### src/verilog/nts_api_pkg.sv
// NTS extractor register interface package
// address map, core identity and register word type

package nts_api_pkg;

  localparam int API_ADDR_WIDTH = 12;
  localparam logic [API_ADDR_WIDTH-1:0] API_ADDR_BASE = 12'h400;

  //----------------------------------------
  // register offsets from API_ADDR_BASE
  //----------------------------------------

  localparam logic [API_ADDR_WIDTH-1:0] ADDR_NAME0   = 12'h000;
  localparam logic [API_ADDR_WIDTH-1:0] ADDR_NAME1   = 12'h001;
  localparam logic [API_ADDR_WIDTH-1:0] ADDR_VERSION = 12'h002;
  localparam logic [API_ADDR_WIDTH-1:0] ADDR_DUMMY   = 12'h003;
  // offsets 0x0a, 0x0c, 0x20, 0x21, 0x30, 0x40, 0x41 stay reserved

  // "NTS-EXTR" in ascii
  localparam logic [63:0] CORE_NAME    = 64'h4e54_532d_4558_5452;
  // "0.06"
  localparam logic [31:0] CORE_VERSION = 32'h302e_3036;

  typedef logic [31:0] api_data_t;

endpackage

### src/verilog/nts_extractor_api.sv
// NTS extractor register block
// core name and version readback, one scratch register

`timescale 1ns/1ns

module nts_extractor_api
  import nts_api_pkg::*;
(
  input  logic                      i_clk,
  input  logic                      i_areset,
  input  logic                      i_api_cs,
  input  logic                      i_api_we,
  input  logic [API_ADDR_WIDTH-1:0] i_api_address,
  input  api_data_t                 i_api_write_data,
  output api_data_t                 o_api_read_data
);

  logic [API_ADDR_WIDTH-1:0] api_offset;
  logic                      dummy_we;
  api_data_t                 dummy_reg;

  // offset wraps outside the window, so only base..base+3 decode
  assign api_offset = i_api_address - API_ADDR_BASE;

  assign dummy_we = i_api_cs && i_api_we && (api_offset == ADDR_DUMMY);

  //----------------------------------------
  // read mux, same cycle
  //----------------------------------------

  always_comb begin
    o_api_read_data = '0;
    if (i_api_cs && !i_api_we) begin
      case (api_offset)
        ADDR_NAME0:   o_api_read_data = CORE_NAME[63:32];
        ADDR_NAME1:   o_api_read_data = CORE_NAME[31:0];
        ADDR_VERSION: o_api_read_data = CORE_VERSION;
        ADDR_DUMMY:   o_api_read_data = dummy_reg;
        // unused addresses read zero
        default:      o_api_read_data = '0;
      endcase
    end
  end

  //----------------------------------------
  // scratch register
  //----------------------------------------

  always_ff @(posedge i_clk or posedge i_areset) begin
    if (i_areset) begin
      dummy_reg <= '0;
    end else if (dummy_we) begin
      dummy_reg <= i_api_write_data;
    end
  end

endmodule

### config.mk
export PLATFORM = sky130hd
export DESIGN_NAME = nts_extractor_api
export DESIGN_NICKNAME = d
export VERILOG_FILES = /design/src/verilog/nts_api_pkg.sv /design/src/verilog/nts_extractor_api.sv
export SDC_FILE = /design/constraint.sdc
export NUM_CORES = 1
export LEC_CHECK = 0
export ABC_AREA = 1
export BUFFER_PORTS_ARGS = -buffer_cell sky130_fd_sc_hd__buf_2
export CAP_MARGIN = 20
export CORE_ASPECT_RATIO = 1.5
export CORE_MARGIN = 4
export CORE_UTILIZATION = 29
export DETAILED_ROUTE_END_ITERATION = 6
export PLACE_DENSITY = 0.53
export REMOVE_ABC_BUFFERS = 1
export SYNTH_ARGS = -nofsm -noshare
export SYNTH_HDL_FRONTEND = slang
export SYNTH_SLANG_ARGS = --single-unit
### constraint.sdc
create_clock -name i_clk -period 2.1 [get_ports i_clk]
set_clock_uncertainty 0.15 [all_clocks]
set_input_delay 0 -clock i_clk [delete_from_list [all_inputs] [get_ports i_clk]]
set_output_delay 0 -clock i_clk [all_outputs]
set_load 0.05 [all_outputs]
== Word level (Yosys, flattened, before mapping) ==
Index checks and enable logic that the tools add are counted.
Word-level totals
  register bits: 32
  bits of input ports: 48
  output and inout bits: 32
  logic and storage cells: 12
Cells by class
  add/subtract/negate cells: 1
  equality and inequality tests: 3
  muxes and demuxes: 2
  reduce and logical (&&, ||, !) cells: 5
Operators by type and width (count)
  one-hot mux 32 bit (4 select lines): 1
  two-way mux 32 bit: 1
  equality test 12 x 2 -> 1 bit, second input constant: 2
  equality test 12 x 1 -> 1 bit, second input constant: 1
  zero test 12 bit: 1
  subtractor 12 x 11 -> 12 bit, second input constant: 1
  logical AND 1 bit: 3
  zero test 1 bit: 1

== Depth between registers and ports, before layout ==
  depth after elaboration: 4
  gate-level depth with buffers: 9
  gate-level depth less buffers: 9

== Worst setup path before layout ==
OpenSTA, ideal clock, no wires.
  path kind: input to output
  start: in i_api_address[7]
  end: out o_api_read_data[11]
  data arrival time: 1.619 ns
  data required time: 1.950 ns
  setup slack: 0.331 ns
  stages on the path: 7
  path buffers: 0
  cell sequence: nor2_1 nand2_1 inv_1 nand2_2 nor2_2 inv_1 nor3_1
On the way
  word-level cells in the longest chain between the ends: 4
  elaborated cells on any way between the ends: 7
  those cells by class: add/sub: 1; eq/ne: 3; mux: 2; reduce/logical: 1
Ends and longest elaborated chain
  start: declaration: RTL line nts_extractor_api.sv:13  | input logic [API_ADDR_WIDTH-1:0] i_api_address,
  subtractor 12 x 11 -> 12 bit (*): RTL line nts_extractor_api.sv:23  | assign api_offset = i_api_address - API_ADDR_BASE;
  equality test 12 x 2 -> 1 bit (tied with other cells): RTL line nts_extractor_api.sv:34  | case (api_offset)
  one-hot mux 32 bit (4 select lines) (*): RTL line nts_extractor_api.sv:34
  two-way mux 32 bit (*): RTL line nts_extractor_api.sv:33  | if (i_api_cs && !i_api_we) begin
  end: declaration: RTL line nts_extractor_api.sv:15  | output api_data_t o_api_read_data
Every way passes the cells marked *; elsewhere a longest branch is shown, timed or not.

== Worst setup path after layout ==
  start: in i_api_address[5]
  end: out o_api_read_data[18]
The elaborated chain is that of the path after synthesis.

==> impl_metrics.tcl <==
set metrics [dict create \
    rsz0062_at_grt "no" \
    final_max_slew_viol_count 0 \
    crit_fanout 13 \
    critPathRequiredTime_ps 1950 \
    setup_viol 0 \
    clk_pin_slew_ps 70 \
    cp-start-kind "input port" \
    grt_first_pass_wirelength_mm 9.204 \
    p_leak_nw 1.481 \
    antenna_found_initial 0 \
    syn_to_final_growth_pct 48.45 \
    post_cts_resized 0 \
    vias_per_cell 4.465 \
    clock_latency_ps 280 \
    h-tree-depth 2 \
    ant_nets 0 \
    tightestPinTransition_ps 457.7 \
    yosys_warnings 0 \
    ys_top_cells_by_count "nand2_1 (85), dfrtp_1 (32), inv_1 (27)" \
    relSlewSlack_pct 69.41 \
    num_rows 35 \
    yosysUniqueCellTypes 21 \
    netlist_area_um2 1810 \
    finalSetupTns_ps 0 \
    drv_cap 0 \
    dp_hpwl_mm 3.930 \
    regToRegSetupSlack_ps 1310 \
    die_h_um 104.8 \
    post_dp_cell_area_um2 2265 \
    place.gp.congestion 0.7277 \
    cts_tree "built" \
    fin_crit_ps 1686 \
    utilization_pct 44.15 \
    dr.pass1.iters 4 \
    r2r_cells 2 \
    ys.flop_type "dfrtp_1" \
    cp.arrival_ps 1540 \
    drive_gt1_share_pct 30.56 \
    ys_ff_latch 32 \
    n_fill_cell 677 \
    finalCritPeriodShare_pct 80.27 \
    ir_worst_vdd_v 0.0004522 \
    grt_pass1_vias 2025 \
    drt-total-wl_mm 5.334 \
    hold_path_class "in -> async" \
    max_freq_mhz 593.2 \
    synth_top_area_share_pct 44.23 \
    numPortBuffers 79 \
    r2r_start "dummy_reg[22]$_DFFE_PP0P_" \
    largest_reg_flops 32 \
    cts_buffers 5 \
    critical_path_class "in -> out" \
    drc 0 \
    ios 80 \
    post-synth-top-count-cell "nand2_1" \
    r2r_end "dummy_reg[22]$_DFFE_PP0P_" \
    coreArea_um2 6087 \
    yosys-top-cells-area "dfrtp_1 (44%), nand2_1 (18%), o21ai_0 (6.9%)" \
    cts-root-buf "clkbuf_8" \
    async_flop_share_pct 100.0 \
    synth_top_area_cell "dfrtp_1" \
    nNetsFinal 407 \
    die_w_um 72.52 \
    yosysSeqAreaShare_pct 44.23 \
    status "finished clean" \
    grt_max_degree 33 \
    start_util_pct 29.74 \
    vias 1938 \
    syn_inst 244 \
    final-seq-area_um2 800.8 \
    drt_iter0_markers 53 \
    multi_input_area_um2 825.8 \
    p_per_area_nw_per_um2 466.9 \
    synth_edf_count 0 \
    dieArea_um2 7597 \
    wire_per_inst_um 12.29 \
    gr-total-overflow 0 \
    diodes 0 \
    final_cell_area_um2 2688 \
    grt_usage_pct 15.12 \
    cts.sinks 32 \
    cts_buffer_depth 2 \
    crit_path_end_kind "primary output" \
    hold_violations 0 \
    avgSynthCellArea_um2 7.420 \
]
[worst max-delay path by stage]
| stage | slack [ps] | startpoint | end |
|---|---|---|---|
| after detailed placement | 390 | i_api_address[5] | o_api_read_data[18] |
| after floorplan | 330 | i_api_address[7] | o_api_read_data[11] |
| after global placement | 390 | i_api_address[7] | o_api_read_data[9] |
| after global routing | 220 | i_api_address[5] | o_api_read_data[3] |
| after CTS | 390 | i_api_address[5] | o_api_read_data[18] |
| final | 410 | i_api_address[5] | o_api_read_data[18] |
[timing repair]
action,CTS,global route
hold buffers,33,0
setup buffers,0,0
hold endpoints to repair,64,0
[report_power, final]
group	switching [W]	leakage [nW]	total [W]	internal [W]
combinational	0.0000592	1.04	0.000139	0.0000796
sequential	0.000000648	0.390	0.000619	0.000618
clock	0.000236	0.0510	0.000497	0.000261
[per-stage QoR]
| step | hold WS, ps | instances | worst slack, ps | power, W |
|---|---|---|---|---|
| final | 193.8 | 434 | 414.3 | 0.001255 |
| after global routing | 247.0 | 434 | 216.1 | 0.001327 |
| after CTS | 208.4 | 434 | 390.7 | 0.001278 |
| after detailed placement | -23.94 | 393 | 394.1 | 0.0007241 |
| after global placement | -32.04 | 393 | 392.2 | 0.0007232 |
| after floorplan | -33.80 | 234 | 330.9 | 0.0006633 |
[area by class of cell]
| class | instances | share of cell area [%] |
|---|---|---|
| well taps | 74 | 3.445 |
| multi-input cells | 174 | 30.73 |
| inverters | 28 | 3.911 |
| clock buffers | 6 | 3.073 |
| clock inverters | 2 | 0.3724 |
| repair buffers | 118 | 28.68 |
| flip-flops and latches | 32 | 29.80 |
[worst max-delay path, cell delays in order]
cell     delay, ps
buf_2           90
nor2_1         100
nand2_1        100
inv_1          110
nand2_2        110
nor2_2         130
nand2_1        290
inv_1          190
nand2_1         80
inv_1           60
buf_2          250
[kinds of logic (layout without fill, tap and decap cells)]
group,after synthesis,count (layout),share of synthesized area (%)
compound gates,57,57,16.79
buf+inv,38,154,10.16
flops,32,32,44.23
simple gates,117,117,28.82
[layout by cell type, fill, tap and decap left out, drive strengths merged]
master       synthesis  routed
o21ai               34      34
dlygate4sd3          0      33
nand3               10      10
nand2               86      86
dfrtp               32      32
nor3                 7       7
clkinv               0       2
clkbuf               4       6
a21oi               23      23
nor2                14      14
buf                  6      85
inv                 28      28
[routing by layer]
metal / vias up / global-route usage (%) / part of all wire [%]
li1: 1003 / - / -
met1: 874 / 17.37 / 40
met2: 56 / 28.03 / 54
met3: 5 / 2.887 / 5.4
met4: 0 / 3.562 / 1.1
met5: - / 0 / 0
Power figures use the tool's default switching activity.
