## src/verilog/nts_extractor_pkg.sv

```systemverilog
// NTS extractor datapath package
// sizes, word and index types, FSM state encodings

package nts_extractor_pkg;

  //----------------------------------------
  // datapath sizes
  //----------------------------------------

  // number of engines behind the single mux
  localparam int ENGINES        = 4;
  // one FIFO word from an engine
  localparam int WORD_WIDTH     = 64;
  // tx memory depth is 2**BUF_ADDR_WIDTH words
  localparam int BUF_ADDR_WIDTH = 8;

  //----------------------------------------
  // types
  //----------------------------------------

  typedef logic [1:0]                engine_idx_t;
  typedef logic [WORD_WIDTH-1:0]     word_t;
  // address or word count into tx memory
  typedef logic [BUF_ADDR_WIDTH-1:0] buf_addr_t;
  // valid bytes in last word, 1..8
  typedef logic [3:0]                lwdv_t;
  // one bit per byte lane toward the MAC
  typedef logic [7:0]                mac_valid_t;

  // engine to buffer copy
  typedef enum logic [2:0] {
    MUX_IDLE, MUX_START, MUX_COPY, MUX_DONE, MUX_WAIT_TX
  } mux_state_t;

  // buffer to MAC emit
  typedef enum logic [2:0] {
    TX_IDLE, TX_START, TX_WAIT_ACK, TX_EMIT, TX_STOP
  } tx_state_t;

endpackage

```

## src/verilog/nts_buf_if.sv

```systemverilog
// tx buffer handshake between the engine mux and the tx side
// mux fills memory and raises ready, tx takes it with start, frees it with stop

`timescale 1ns/1ns

interface nts_buf_if
  import nts_extractor_pkg::*;
();

  // memory write port, mux side
  logic      wr_en;
  buf_addr_t wr_addr;
  word_t     wr_data;

  // complete packet held, length and lwdv valid with it
  logic      ready;
  buf_addr_t length;
  lwdv_t     lwdv;

  // one cycle pulses from tx
  logic      start;
  logic      stop;

  modport mux_mp (
    output wr_en, wr_addr, wr_data, ready, length, lwdv,
    input  start, stop
  );

  modport tx_mp (
    input  wr_en, wr_addr, wr_data, ready, length, lwdv,
    output start, stop
  );

endinterface

```

## src/verilog/nts_extractor_mux.sv

```systemverilog
// NTS extractor engine mux
// picks a ready engine round-robin and copies its FIFO into the tx buffer

`timescale 1ns/1ns

module nts_extractor_mux
  import nts_extractor_pkg::*;
(
  input  logic                             i_clk,
  input  logic                             i_areset,
  input  logic [ENGINES-1:0]               i_engine_packet_available,
  output logic [ENGINES-1:0]               o_engine_packet_read,
  input  logic [ENGINES-1:0]               i_engine_fifo_empty,
  output logic [ENGINES-1:0]               o_engine_fifo_rd_start,
  input  logic [ENGINES-1:0]               i_engine_fifo_rd_valid,
  input  logic [ENGINES*WORD_WIDTH-1:0]    i_engine_fifo_rd_data,
  input  logic [ENGINES*$bits(lwdv_t)-1:0] i_engine_bytes_last_word,
  nts_buf_if.mux_mp                        bus
);

  mux_state_t         state;
  // engine being served, or the one served last
  engine_idx_t        sel_idx;
  engine_idx_t        pick_idx;
  engine_idx_t        cand_idx;
  logic               pick_valid;
  logic [ENGINES-1:0] sel_onehot;
  buf_addr_t          wr_cnt;
  lwdv_t              lwdv_reg;
  // tx has taken the buffer, stop is only honoured after this
  logic               tx_taken;
  logic               capture;

  //----------------------------------------
  // round-robin pick
  //----------------------------------------

  // search starts at the engine after sel_idx and wraps
  always_comb begin
    pick_valid = 1'b0;
    pick_idx   = sel_idx;
    cand_idx   = sel_idx;
    for (int i = 1; i <= ENGINES; i++) begin
      cand_idx = engine_idx_t'((int'(sel_idx) + i) % ENGINES);
      if (!pick_valid && i_engine_packet_available[cand_idx]) begin
        pick_valid = 1'b1;
        pick_idx   = cand_idx;
      end
    end
  end

  always_comb begin
    sel_onehot          = '0;
    sel_onehot[sel_idx] = 1'b1;
  end

  // words may arrive with gaps, any time after rd_start
  assign capture = ((state == MUX_START) || (state == MUX_COPY)) &&
                   i_engine_fifo_rd_valid[sel_idx];

  // per engine pulses
  assign o_engine_fifo_rd_start = (state == MUX_START) ? sel_onehot : '0;
  assign o_engine_packet_read   = (state == MUX_DONE)  ? sel_onehot : '0;

  //----------------------------------------
  // buffer side
  //----------------------------------------

  assign bus.wr_en   = capture;
  assign bus.wr_addr = wr_cnt;
  assign bus.wr_data = i_engine_fifo_rd_data[sel_idx*WORD_WIDTH +: WORD_WIDTH];
  // full buffer blocks further picks until stop
  assign bus.ready   = (state == MUX_WAIT_TX);
  assign bus.length  = wr_cnt;
  assign bus.lwdv    = lwdv_reg;

  //----------------------------------------
  // copy FSM
  //----------------------------------------

  always_ff @(posedge i_clk or posedge i_areset) begin
    if (i_areset) begin
      state    <= MUX_IDLE;
      sel_idx  <= engine_idx_t'(ENGINES - 1);
      wr_cnt   <= '0;
      lwdv_reg <= '0;
      tx_taken <= 1'b0;
    end else begin
      // word count doubles as write address
      if (capture) begin
        wr_cnt <= wr_cnt + 1'b1;
      end
      case (state)
        MUX_IDLE: begin
          if (!bus.ready && pick_valid) begin
            sel_idx  <= pick_idx;
            lwdv_reg <= i_engine_bytes_last_word[pick_idx*$bits(lwdv_t) +: $bits(lwdv_t)];
            wr_cnt   <= '0;
            state    <= MUX_START;
          end
        end
        MUX_START: begin
          state <= MUX_COPY;
        end
        MUX_COPY: begin
          // empty means the last word has been delivered
          if (i_engine_fifo_empty[sel_idx]) begin
            state <= MUX_DONE;
          end
        end
        MUX_DONE: begin
          tx_taken <= 1'b0;
          state    <= MUX_WAIT_TX;
        end
        MUX_WAIT_TX: begin
          if (bus.start) begin
            tx_taken <= 1'b1;
          end
          if (bus.stop && tx_taken) begin
            state <= MUX_IDLE;
          end
        end
        default: begin
          state <= MUX_IDLE;
        end
      endcase
    end
  end

endmodule

```

## src/flat_wrapper.sv

```systemverilog
// flat-port wrapper written by rule: the top's interface ports become plain ports
module nts_extractor_mux_flat import nts_extractor_pkg::*;
  (i_clk, i_areset, i_engine_packet_available, o_engine_packet_read, i_engine_fifo_empty, o_engine_fifo_rd_start, i_engine_fifo_rd_valid, i_engine_fifo_rd_data, i_engine_bytes_last_word, bus_wr_en, bus_wr_addr, bus_wr_data, bus_ready, bus_length, bus_lwdv, bus_start, bus_stop);
  nts_buf_if bus_i ();
  input  logic i_clk;
  input  logic i_areset;
  input  logic [ENGINES-1:0] i_engine_packet_available;
  output logic [ENGINES-1:0] o_engine_packet_read;
  input  logic [ENGINES-1:0] i_engine_fifo_empty;
  output logic [ENGINES-1:0] o_engine_fifo_rd_start;
  input  logic [ENGINES-1:0] i_engine_fifo_rd_valid;
  input  logic [ENGINES*WORD_WIDTH-1:0] i_engine_fifo_rd_data;
  input  logic [ENGINES*$bits(lwdv_t)-1:0] i_engine_bytes_last_word;
  output wire logic [$bits(bus_i.wr_en)-1:0] bus_wr_en;
  output wire logic [$bits(bus_i.wr_addr)-1:0] bus_wr_addr;
  output wire logic [$bits(bus_i.wr_data)-1:0] bus_wr_data;
  output wire logic [$bits(bus_i.ready)-1:0] bus_ready;
  output wire logic [$bits(bus_i.length)-1:0] bus_length;
  output wire logic [$bits(bus_i.lwdv)-1:0] bus_lwdv;
  input wire logic [$bits(bus_i.start)-1:0] bus_start;
  input wire logic [$bits(bus_i.stop)-1:0] bus_stop;
  assign bus_wr_en = bus_i.wr_en;
  assign bus_wr_addr = bus_i.wr_addr;
  assign bus_wr_data = bus_i.wr_data;
  assign bus_ready = bus_i.ready;
  assign bus_length = bus_i.length;
  assign bus_lwdv = bus_i.lwdv;
  assign bus_i.start = bus_start;
  assign bus_i.stop = bus_stop;
  nts_extractor_mux u_core (.i_clk(i_clk), .i_areset(i_areset), .i_engine_packet_available(i_engine_packet_available), .o_engine_packet_read(o_engine_packet_read), .i_engine_fifo_empty(i_engine_fifo_empty), .o_engine_fifo_rd_start(o_engine_fifo_rd_start), .i_engine_fifo_rd_valid(i_engine_fifo_rd_valid), .i_engine_fifo_rd_data(i_engine_fifo_rd_data), .i_engine_bytes_last_word(i_engine_bytes_last_word), .bus(bus_i));
endmodule
```

## config.mk

```make
export PLATFORM = sky130hd
export DESIGN_NAME = nts_extractor_mux_flat
export DESIGN_NICKNAME = d
export VERILOG_FILES = /design/src/verilog/nts_extractor_pkg.sv /design/src/verilog/nts_buf_if.sv /design/src/verilog/nts_extractor_mux.sv /design/src/flat_wrapper.sv
export SDC_FILE = /design/constraint.sdc
export NUM_CORES = 1
export LEC_CHECK = 0
export ABC_AREA = 1
export BUFFER_PORTS_ARGS = -buffer_cell sky130_fd_sc_hd__clkbuf_2
export CAP_MARGIN = 20
export CORE_AREA = 4 4 147 149
export CTS_BUF_LIST = sky130_fd_sc_hd__clkbuf_16
export DETAILED_ROUTE_END_ITERATION = 8
export DIE_AREA = 0 0 151 153
export GPL_TIMING_DRIVEN = 0
export SKIP_LAST_GASP = 1
export SYNTH_ARGS = -nofsm -noshare
export SYNTH_HDL_FRONTEND = slang
export SYNTH_SLANG_ARGS = --single-unit
export TNS_END_PERCENT = 5
```

## constraint.sdc

```tcl
create_clock -name i_clk -period 2.95 [get_ports i_clk]
set_clock_uncertainty 0.1 [all_clocks]
set_input_delay 0.4425 -clock i_clk [delete_from_list [all_inputs] [get_ports i_clk]]
set_output_delay 0.4425 -clock i_clk [all_outputs]
set_load 0.02 [all_outputs]
```

### Word level (Yosys, flattened, before mapping)

Index checks and enable logic that the tools add are counted.

* bits in registers: 18
* bits of input ports: 288
* output and inout port bits: 94

* add/sub/neg operators: 5
* order comparisons: 6
* equality and inequality tests: 8
* shift-type cells: 2
* muxes and demuxes: 33
* reduce and logical (&&, ||, !) cells: 17

Operators with widths (count)
* 256-bit by 9-bit variable part select with 64-bit output: 1
* 8-bit two-way mux: 3
* 16-bit by 5-bit variable part select with 4-bit output: 1
* 2-bit by 3-bit less-than comparator with 1-bit output, second input constant: 5
* 3-bit case mux with 5 select lines: 1
* 1-bit binary-select mux with 2-bit select: 6
* 1-bit two-way mux: 12
* 3-bit two-way mux: 3
* 8-bit by 1-bit adder with 8-bit output, second input constant: 1
* 2-bit two-way mux: 4
* 4-bit two-way mux: 2
* 1-bit logical AND: 7
* 3-bit by 2-bit equality test with 1-bit output, second input constant: 2
* 2-bit inequality test, second input constant: 3
* 2-bit by 1-bit adder with 2-bit output, second input constant: 2
* 2-bit adder, second input constant: 2
* 1-bit logical NOT: 4
* 2-bit AND reduction: 2
* 3-bit by 1-bit equality test with 1-bit output, second input constant: 1
* 3-bit equality test, second input constant: 1
* 3-bit logical NOT: 1
* 3-bit AND reduction: 1
* 1-bit demux with 2-bit select: 1
* 2-bit by 1-bit >= comparator with 1-bit output, second input constant: 1
* 4 further kinds: 4

### Longest topological paths before layout

Gate-level depths: netlist of run 1.

* depth in word-level cells: 16
* gate-level depth with buffers: 17
* depth with buffers taken out: 14

### Worst setup path before layout of run 1

OpenSTA, ideal clock, no wires.

* path type: reg2reg
* from: reg u_core.sel_idx[0]
* to: reg u_core.lwdv_reg[0], in the netlist u_core.bus.lwdv[0]
* library setup time: 116 ps
* arrival time: 2242 ps
* setup slack: 492 ps
* stages on the path, launching flop included: 17
* path buffers: 3
* cell sequence: dfstp_2 > inv_2 > buf_6 > buf_2 > buf_1 > ha_1 > inv_1 > nand2_1 > nand2_1 > inv_1 > nand3_4 > nand2_4 > nand2_1 > nand3_1 > nand2_1 > nand2_1 > nand2_1

* cells in the longest elaborated chain, start to end: 15
* elaborated cells on any way between the ends: 29

Ends and longest elaborated chain
* from (decl): line nts_extractor_mux.sv:23 `engine_idx_t sel_idx;`
* from (signal assigned): line nts_extractor_mux.sv:84 `sel_idx <= engine_idx_t'(ENGINES - 1);`
* from (signal assigned): line nts_extractor_mux.sv:96 `sel_idx <= pick_idx;`
* branches (longest 15 deep; another with 2-bit by 1-bit adder with 2-bit output)
* to (signal assigned): line nts_extractor_mux.sv:97 `lwdv_reg <= i_engine_bytes_last_word[pick_idx*$bits(lwdv_t) +: $bits(lwdv_t)];`
* to (decl): line nts_extractor_mux.sv:29 `lwdv_t lwdv_reg;`

Parallel ways; which one is timed is not known. The select of a mux whose other input is x is not followed.
A chain may end at the register's enable or synchronous reset.

### Worst setup path after layout of run 1

* from: reg u_core.sel_idx[0]
* to: out bus_wr_data[51]

* cells in the longest elaborated chain, start to end: 1

Ends and longest elaborated chain
* 256-bit by 9-bit variable part select with 64-bit output: line nts_extractor_mux.sv:71 `assign bus.wr_data = i_engine_fifo_rd_data[sel_idx*WORD_WIDTH +: WORD_WIDTH];`
* to (decl): line flat_wrapper.sv:16 `output wire logic [$bits(bus_i.wr_data)-1:0] bus_wr_data;`

No other way between the ends.

==> impl_metrics.csv, run 1 <==
group,metric,value,unit
setup_path,slowest_stage,"dfstp_2",
cells_and_area,final_common_cell,"clkbuf_2",
route,ant_nets,0,
clock_network,clock_sinks,18,
synth,ys_types,30,
sta,rsz0062_at_grt,"yes",
floorplan,dieHeight,153,um
placement,placedCellCount,1238,
clock_network,clockRootBuffer,"clkbuf_16",
synth,synthCells,587,
sta,setup_slack,0.0146,ns
cells_and_area,largest_register_ffs,8,
setup_path,ff2ff_setup_slack,0.09,ns
route,highest_layer,"met5",
power,powerDensity,1060,nW/um^2
route,wl_per_cell,18.0,um
power,comb_power_share,0.881,
synth,synth_area,3180,um^2
sta,period_needed,2.94,ns
synth,ys_seq_elements,18,
power,p_int,2120,uW
setup_path,worstPathMaxFanout,10,
cells_and_area,area_growth,73.6,%
clock_network,clock_latency,0.25,ns
cells_and_area,drive_gt1_frac,0.438,
route,wl_met3,2.14,mm
setup_path,worst-r2r-cell-count,14,
route,wl_met1,9.55,mm
global_route,antenna_found_initial,6,
route,firstDrtPassIters,5,
floorplan,dieArea,23100,um^2
sta,finalCritPeriodShare,0.995,
synth,synthTopCellsByArea,"o21ai_0, nor2_1, o22ai_1",
clock_network,hold_buffers,0,
placement,gp_congestion,0.894,
worst_hold_path,hp-class,"in -> async",
sta,relSlewSlack,0.549,
synth,syn_nets,880,
synth,synth_top_area_frac,0.211,
synth,synth_flop_cell,"dfrtp_1",
sta,tns,0,ns
setup_path,cp_cell_sequence,"buf_6 -> buf_4 -> clkbuf_1 -> nor2_1 -> o22ai_1 -> clkbuf_2",
sta,finalHoldViolCount,0,
setup_path,reg2reg_to,"u_core.bus.lwdv[2]",
synth,yosysSeqAreaShare,0.143,
global_route,grt_pass1_wl,32.2,mm
run_status,status,"complete, no violations",
cells_and_area,nets,1265,
sta,worst_slew_pin_slew,0.676,ns
route,finalWirelength,22.4,mm
setup_path,crit_path_start_kind,"register",
setup_path,cp.required,2.41,ns
setup_path,path_buf_inv,4,
synth,avgSynthCellArea,5.41,um^2
setup_path,end_kind,"output port",
clock_network,clock_path_buffers,2,
power,irDropWorstVdd,0.000575,V
route,drcViolationCount,0,
floorplan,die_width,151,um
global_route,grt_pass1_vias,5502,
power,seqPwrFrac,0.074,
synth,yosysWarnings,0,
synth,synth-edff-count,0,
clock_network,cts_made_buffers,3,
placement,port_buffers,381,
clock_network,post_cts_buffers,0,
power,finalPower,5870,uW
cells_and_area,layoutNonFillerInstCount,1245,
power,netSwitchingPower,3750,uW
synth,ys_async_sr_fraction,1.00,
sta,hold_ws,0.169,ns
setup_path,critical_path.endpoint,"bus_wr_data[51]",
global_route,grt_max_degree,19,
floorplan,io_pins,382,
clock_network,cts_resized,8,
setup_path,cpPeakStageDelay,0.61,ns
sta,drv_slew,0,
floorplan,start_util,0.158,
global_route,gr-total-overflow,0,
setup_path,r2r-start,"u_core.sel_idx[0]",
setup_path,path_depth,6,
global_route,grt_usage,0.179,
route,wl_met2,10.2,mm
power,clockPowerShare,0.045,
flow_run,drv_cap,0,
sta,report.final.setup_viol,0,
power,p_leak,0.00303,uW
setup_path,critPathLaunch,"u_core.sel_idx[0]",
route,vias_per_cell,4.52,
placement,dp_hpwl,19.1,mm
setup_path,cp_top_family,"buffers and inverters",
route,vias,5625,
sta,fmax,341,MHz
synth,synth_area_leader_cell,"o21ai_0",
setup_path,crit_arrival,2.39,ns
route,drtIter0Drc,322,
clock_network,htreeDepth,1,
placement,pre_cts_slack,-0.437,ns
clock_network,cts.clk_slew.worst_paths,0.05,ns
power,switching_share,0.639,
clock_network,cts_tree,"yes",
floorplan,core,20200,um^2
floorplan,fp-row-count,52,
setup_path,worstSetupPathType,"reg -> out",
cells_and_area,mostFrequentLayoutCells,"clkbuf_2, nor2_1, o21ai_0",
## cell families after synthesis
logic type,Yosys count,share of synthesized area
adder cells (fa/ha/maj),5,0.0197
AND/OR/NAND/NOR,269,0.356
AO/OA/AOI/OAI,208,0.357
flip-flops,18,0.143
buffers and inverters,85,0.119
XOR/XNOR,2,0.00551
## cell usage after synthesis, types with 2 or more instances
cell      number
xnor2_1        2
buf_6          2
dfstp_2        2
nor3_1         6
ha_1           5
nand3_4        2
buf_2          4
o21ai_0      134
nand2_2        5
nand2_1       78
nor2_1       147
buf_1          4
nand2_4        3
inv_2          2
a21oi_1        5
nand3_1       23
buf_4         10
nand4_1        2
inv_1         29
dfrtp_1       16
clkbuf_1      33
o22ai_1       65
## worst min path at each step
stage / start / end / slack, ns / cells after the start
after global placement: u_core.tx_taken / u_core.tx_taken / 0.39 / 1
after global routing: i_areset / u_core.bus.lwdv[3] / 0.24 / 2
after floorplan: i_areset / u_core.bus.length[0] / 0.28 / 1
final: i_areset / u_core.bus.lwdv[3] / 0.17 / 2
after CTS: i_areset / u_core.bus.lwdv[3] / 0.20 / 2
after detailed placement: u_core.bus.lwdv[3] / u_core.bus.lwdv[3] / 0.39 / 2
## routing by layer
metal | vias to the layer above | GRT usage
met5 | - | 0
met3 | 40 | 0.0554
li1 | 2778 | -
met1 | 2505 | 0.235
met2 | 294 | 0.289
met4 | 8 | 0.0402
## power groups by stage
stage               clock, uW  combinational (uW)  sequential, uW
global route              290                5700             445
detailed placement          0                5180             432
finish                    266                5170             432
floorplan                   0                3260             456
global placement            0                5180             434
CTS                       273                5200             431
## stage by stage
| step | area, um^2 | util |
|---|---|---|
| floorplan | 3180 | - |
| global placement | 5420 | 0.269 |
| detailed placement | 5420 | 0.269 |
| CTS | 5500 | 0.273 |
| global route | 5510 | 0.273 |
| finish | 5510 | 0.273 |
## area by class of cell
class                   count  area, um^2
inverters                  32         123
fillers                  2340       14700
repair buffers            381        1910
clock inverters             1        3.75
flip-flops and latches     18         453
diodes                      4        10.0
well taps                 270         338
multi-input cells         484        2340
plain buffers              52         260
clock buffers               3        75.1
Note: power is estimated with default switching activity, not from simulation.
==> run 2, diff against run 1 <==
BUFFER_PORTS_ARGS = -buffer_cell sky130_fd_sc_hd__buf_2   (was -buffer_cell sky130_fd_sc_hd__clkbuf_2)
==> run 2 against run 1 <==
Compared with the run above:
- sequential share of layout area is essentially flat
- maximum frequency increased by 3.4%
- non-clock buffer count down 1
- combinational power is essentially flat
- hold slack better by 0.014 ns
- global-route usage up 0.16 points
- sequential cell count stayed put
- largest cell class unchanged
==> impl_metrics.csv, run 2 (same netlist as run 1, synthesis figures left out) <==
group,metric,value,unit
sta,worst_slew_pin_slew,0.670,ns
sta,fmax,352,MHz
setup_path,worstSetupPathType,"reg -> out",
power,irDropWorstVdd,0.000454,V
power,powerDensity,1070,nW/um^2
setup_path,crit_path_start_kind,"register",
route,vias,5762,
floorplan,fp-row-count,52,
placement,gp_congestion,0.922,
route,wl_per_cell,18.3,um
cells_and_area,largest_register_ffs,8,
setup_path,worst-r2r-cell-count,16,
flow_run,drv_cap,0,
setup_path,reg2reg_to,"u_core.bus.lwdv[0]",
global_route,grt_max_degree,19,
setup_path,critPathLaunch,"u_core.sel_idx[0]",
setup_path,worstPathMaxFanout,10,
run_status,status,"complete, no violations",
cells_and_area,area_growth,73.4,%
global_route,gr-total-overflow,0,
clock_network,cts_tree,"yes",
route,finalWirelength,22.7,mm
floorplan,die_width,151,um
floorplan,dieHeight,153,um
sta,report.final.setup_viol,0,
clock_network,cts.clk_slew.worst_paths,0.05,ns
clock_network,clockRootBuffer,"clkbuf_16",
global_route,antenna_found_initial,9,
cells_and_area,diodes,0,
sta,rsz0062_at_grt,"yes",
route,firstDrtPassIters,5,
sta,drv_slew,0,
route,drcViolationCount,0,
clock_network,clock_latency,0.25,ns
sta,relSlewSlack,0.554,
worst_hold_path,hp-class,"in -> async",
floorplan,core,20200,um^2
global_route,grt_usage,0.181,
sta,tns,0,ns
route,vias_per_cell,4.65,
sta,finalCritPeriodShare,0.963,
route,ant_nets,0,
clock_network,htreeDepth,1,
power,p_leak,0.00298,uW
clock_network,clock_sinks,18,
clock_network,cts_made_buffers,3,
global_route,grt_pass1_vias,5485,
global_route,grt_pass1_wl,32.4,mm
cells_and_area,mostFrequentLayoutCells,"buf_2, nor2_1, o21ai_0",
setup_path,ff2ff_setup_slack,0.18,ns
clock_network,clock_path_buffers,2,
sta,finalHoldViolCount,0,
sta,setup_slack,0.110,ns
setup_path,end_kind,"output port",
clock_network,hold_buffers,0,
placement,port_buffers,381,
floorplan,io_pins,382,
sta,period_needed,2.84,ns
placement,pre_cts_slack,-0.476,ns
floorplan,dieArea,23100,um^2
setup_path,crit_arrival,2.30,ns
floorplan,start_util,0.158,
setup_path,r2r-start,"u_core.sel_idx[0]",
cells_and_area,nets,1264,
placement,dp_hpwl,19.2,mm
cells_and_area,drive_gt1_frac,0.439,
cells_and_area,final_common_cell,"buf_2",
setup_path,cp.required,2.41,ns
clock_network,post_cts_buffers,0,
route,drtIter0Drc,347,
==> run 2: final cells by class <==
type | count | area, um^2
fill | 2352 | 14700
tap | 270 | 338
inverter | 32 | 123
sequential | 18 | 453
multi-input combinational | 484 | 2350
timing repair buffer | 381 | 1910
clock inverter | 1 | 3.75
clock buffer | 3 | 75.1
buffer | 51 | 262
==> run 2: through the flow <==
stage	total power [uW]	hold slack (ns)	cells	util	area [um^2]
final	5890	0.183	1240	0.273	5510
after floorplan	3710	0.280	587	-	3180
after global placement	5620	0.391	1238	0.269	5420
after CTS	5910	0.217	1241	0.273	5500
after global routing	6430	0.254	1240	0.273	5510
after detailed placement	5620	0.390	1238	0.269	5420
==> run 2: worst max path at each step <==
stage | end | slack [ns] | depth (start not counted)
2_1_floorplan | u_core.bus.lwdv[0] | 0.49 | 16
3_3_place_gp | u_core.bus.lwdv[0] | -0.43 | 14
3_5_place_dp | u_core.bus.lwdv[0] | -0.48 | 16
4_1_cts | bus_wr_data[29] | -0.14 | 5
5_1_grt | u_core.bus.lwdv[2] | -0.07 | 15
6_report | bus_wr_data[62] | 0.11 | 7
==> run 2: critical path, cell delays in order, from the launching register on <==
cell and delay, ns:
dfstp_2 0.41, inv_2 0.10, buf_6 0.16, buf_2 0.26
buf_1 0.50, nor2_1 0.09, o22ai_1 0.29, buf_2 0.23
==> run 2: repair_timing <==
| action | 4_1_cts | 5_1_grt |
|---|---|---|
| endpoints found under the setup margin | 40 | 58 |
| gates resized for setup | 7 | 11 |
| hold endpoints to repair | 0 | 0 |
==> run 2: metal layers <==
layer,wire length [um],track usage
met3,1730,0.0261
met5,22,0
met2,10500,0.298
met1,10100,0.253
met4,429,0.0324
==> run 2: power by group <==
part / internal, uW / leakage (uW) / switching [uW]
registers: 340 / 0.000232 / 88.6
clock network: 180 / 0.0000385 / 89.0
logic: 1630 / 0.00271 / 3570
total: 2150 / 0.00298 / 3740
==> run 3, diff against run 2 <==
--- a/config.mk
+++ b/config.mk
@@ -9,5 +9,4 @@
 export BUFFER_PORTS_ARGS = -buffer_cell sky130_fd_sc_hd__buf_2
-export CAP_MARGIN = 20
+export CAP_MARGIN = 5
 export CORE_AREA = 4 4 147 149
-export CTS_BUF_LIST = sky130_fd_sc_hd__clkbuf_16
 export DETAILED_ROUTE_END_ITERATION = 8
==> constraint.sdc (replaced) <==
create_clock -name i_clk -period 2.95 [get_ports i_clk]
set_clock_uncertainty 0.1 [all_clocks]
set_input_delay 0.59 -clock i_clk [delete_from_list [all_inputs] [get_ports i_clk]]
set_output_delay 0.59 -clock i_clk [all_outputs]
set_load 0.02 [all_outputs]
==> run 3 against run 2 <==
Compared with the run above:
- the flow now finishes with violations (negative setup slack)
- via count up 0.59%
- die area unchanged
- cell area up 0.55%
- sequential cell count unchanged
- final cell count about the same
- register-to-register slack about the same
- setup slack worse by 0.12 ns
- sequential power about the same
- maximum frequency down 4.2%
- critical endpoint unchanged
- largest power group unchanged
- highest routed layer unchanged
==> impl_metrics.csv, run 3 (same netlist as run 1, synthesis figures left out) <==
group,metric,value,unit
run_status,status,"finished with violations",
run_status,violations,"negative setup slack",
sta,finalHoldViolCount,0,
clock_network,clockRootBuffer,"clkbuf_16",
floorplan,io_pins,382,
route,ant_nets,0,
global_route,grt_pass1_vias,5490,
route,vias_per_cell,4.67,
worst_hold_path,hp-class,"in -> async",
cells_and_area,layoutNonFillerInstCount,1241,
setup_path,cpPeakStageDelay,0.61,ns
clock_network,post_cts_buffers,0,
placement,gp_congestion,0.922,
placement,dp_hpwl,19.2,mm
clock_network,hold_buffers,0,
floorplan,die_width,151,um
setup_path,worstPathMaxFanout,10,
clock_network,cts_made_buffers,3,
power,seqPwrFrac,0.072,
global_route,antenna_found_initial,9,
setup_path,cp_cell_sequence,"clkbuf_2 -> clkbuf_1 -> o21ai_0 -> o22ai_1 -> buf_2",
clock_network,clock_sinks,18,
clock_network,cts_tree,"yes",
floorplan,start_util,0.158,
sta,report.final.setup_viol,1,
sta,drv_slew,0,
global_route,grt_usage,0.181,
clock_network,cts_resized,9,
clock_network,htreeDepth,1,
setup_path,worst-r2r-cell-count,16,
cells_and_area,largest_register_ffs,8,
route,finalWirelength,23.0,mm
sta,setup_slack,-0.0136,ns
cells_and_area,mostFrequentLayoutCells,"buf_2, nor2_1, o21ai_0",
sta,rsz0062_at_grt,"yes",
route,firstDrtPassIters,4,
sta,period_needed,2.96,ns
clock_network,clock_latency,0.25,ns
power,clockPowerShare,0.050,
clock_network,clock_path_buffers,2,
global_route,gr-total-overflow,0,
clock_network,cts.clk_slew.worst_paths,0.05,ns
setup_path,crit_arrival,2.27,ns
setup_path,end_kind,"output port",
floorplan,dieHeight,153,um
floorplan,fp-row-count,52,
placement,port_buffers,381,
global_route,grt_max_degree,19,
placement,placedCellCount,1238,
sta,worst_slew_pin_slew,0.694,ns
sta,relSlewSlack,0.537,
setup_path,worstSetupPathType,"reg -> out",
power,comb_power_share,0.878,
route,vias,5796,
sta,fmax,337,MHz
power,switching_share,0.631,
floorplan,dieArea,23100,um^2
floorplan,core,20200,um^2
cells_and_area,diodes,0,
setup_path,cp.required,2.26,ns
power,p_int,2200,uW
power,irDropWorstVdd,0.000455,V
route,drcViolationCount,0,
cells_and_area,area_growth,74.4,%
cells_and_area,final_area,5540,um^2
cells_and_area,drive_gt1_frac,0.446,
cells_and_area,final_common_cell,"buf_2",
route,wl_per_cell,18.5,um
sta,finalCritPeriodShare,1.00,
route,drtIter0Drc,325,
placement,place_area,5420,um^2
cells_and_area,nets,1265,
setup_path,crit_path_start_kind,"register",
power,powerDensity,1070,nW/um^2
setup_path,slowest_stage,"dfstp_2",
power,p_leak,0.00300,uW
global_route,grt_pass1_wl,32.4,mm
power,netSwitchingPower,3760,uW
flow_run,drv_cap,0,
==> run 3: cell types whose count changed in the layout (fill, tap and decap cells not counted) <==
cell / before / now
o21ai_1: 1 / 2
clkbuf_2: 6 / 10
buf_6: 2 / 3
buf_4: 10 / 11
clkinv_1: 1 / 0
clkbuf_8: 0 / 1
buf_1: 3 / 1
o21ai_0: 134 / 133
clkbuf_1: 26 / 23
==> run 3: worst max-delay path, delay by kind of cell, from the launching register on <==
kind / cells / cell delay, ns
flops: 1 / 0.61
buf+inv: 3 / 0.95
compound gates: 2 / 0.46
==> run 3: final timing paths <==
| path | from | to | slack (ns) |
|---|---|---|---|
| max in group asynchronous | i_areset | u_core.bus.length[0] | 1.99 |
| hold / removal | i_areset | u_core.bus.lwdv[3] | 0.33 |
| setup / recovery | u_core.sel_idx[1] | bus_wr_data[62] | -0.01 |
| min in group i_clk | u_core.bus.lwdv[3] | u_core.bus.lwdv[3] | 0.41 |
| setup reg to reg | u_core.sel_idx[0] | u_core.bus.lwdv[0] | 0.18 |
| hold reg to reg | u_core.bus.lwdv[3] | u_core.bus.lwdv[3] | 0.41 |
==> run 3: through the flow <==
| step | worst slack, ns | hold slack [ns] | TNS [ns] | power, uW | util |
|---|---|---|---|---|---|
| finish | -0.0136 | 0.331 | -0.0136 | 5950 | 0.275 |
| global route | -0.0932 | 0.402 | -1.82 | 6500 | 0.275 |
| CTS | -0.161 | 0.364 | -2.30 | 5940 | 0.273 |
| detailed placement | -0.476 | 0.390 | -5.33 | 5620 | 0.269 |
| global placement | -0.431 | 0.391 | -4.78 | 5620 | 0.269 |
| floorplan | 0.492 | 0.373 | 0 | 3710 | - |
==> run 3: layout make-up <==
cell class | instances | area [um^2]
fill | 2347 | 14600
inverter | 32 | 123
sequential | 18 | 453
clock buffer | 4 | 88.8
buffer | 52 | 282
multi-input combinational | 484 | 2350
tap | 270 | 338
timing repair buffer | 381 | 1910
==> run 3: layer usage <==
layer	part of all wire	vias up	global-route usage
met2	0.46	322	0.298
met1	0.44	2654	0.253
met5	0.00096	-	0
met4	0.021	4	0.0324
met3	0.076	42	0.0261
li1	-	2774	-
==> run 3: power groups by stage <==
stage,Clock (uW),Sequential [uW],Combinational (uW)
after floorplan,0,456,3260
after global placement,0,432,5190
after detailed placement,0,431,5190
after CTS,300,430,5210
after global routing,314,444,5740
final,296,428,5230
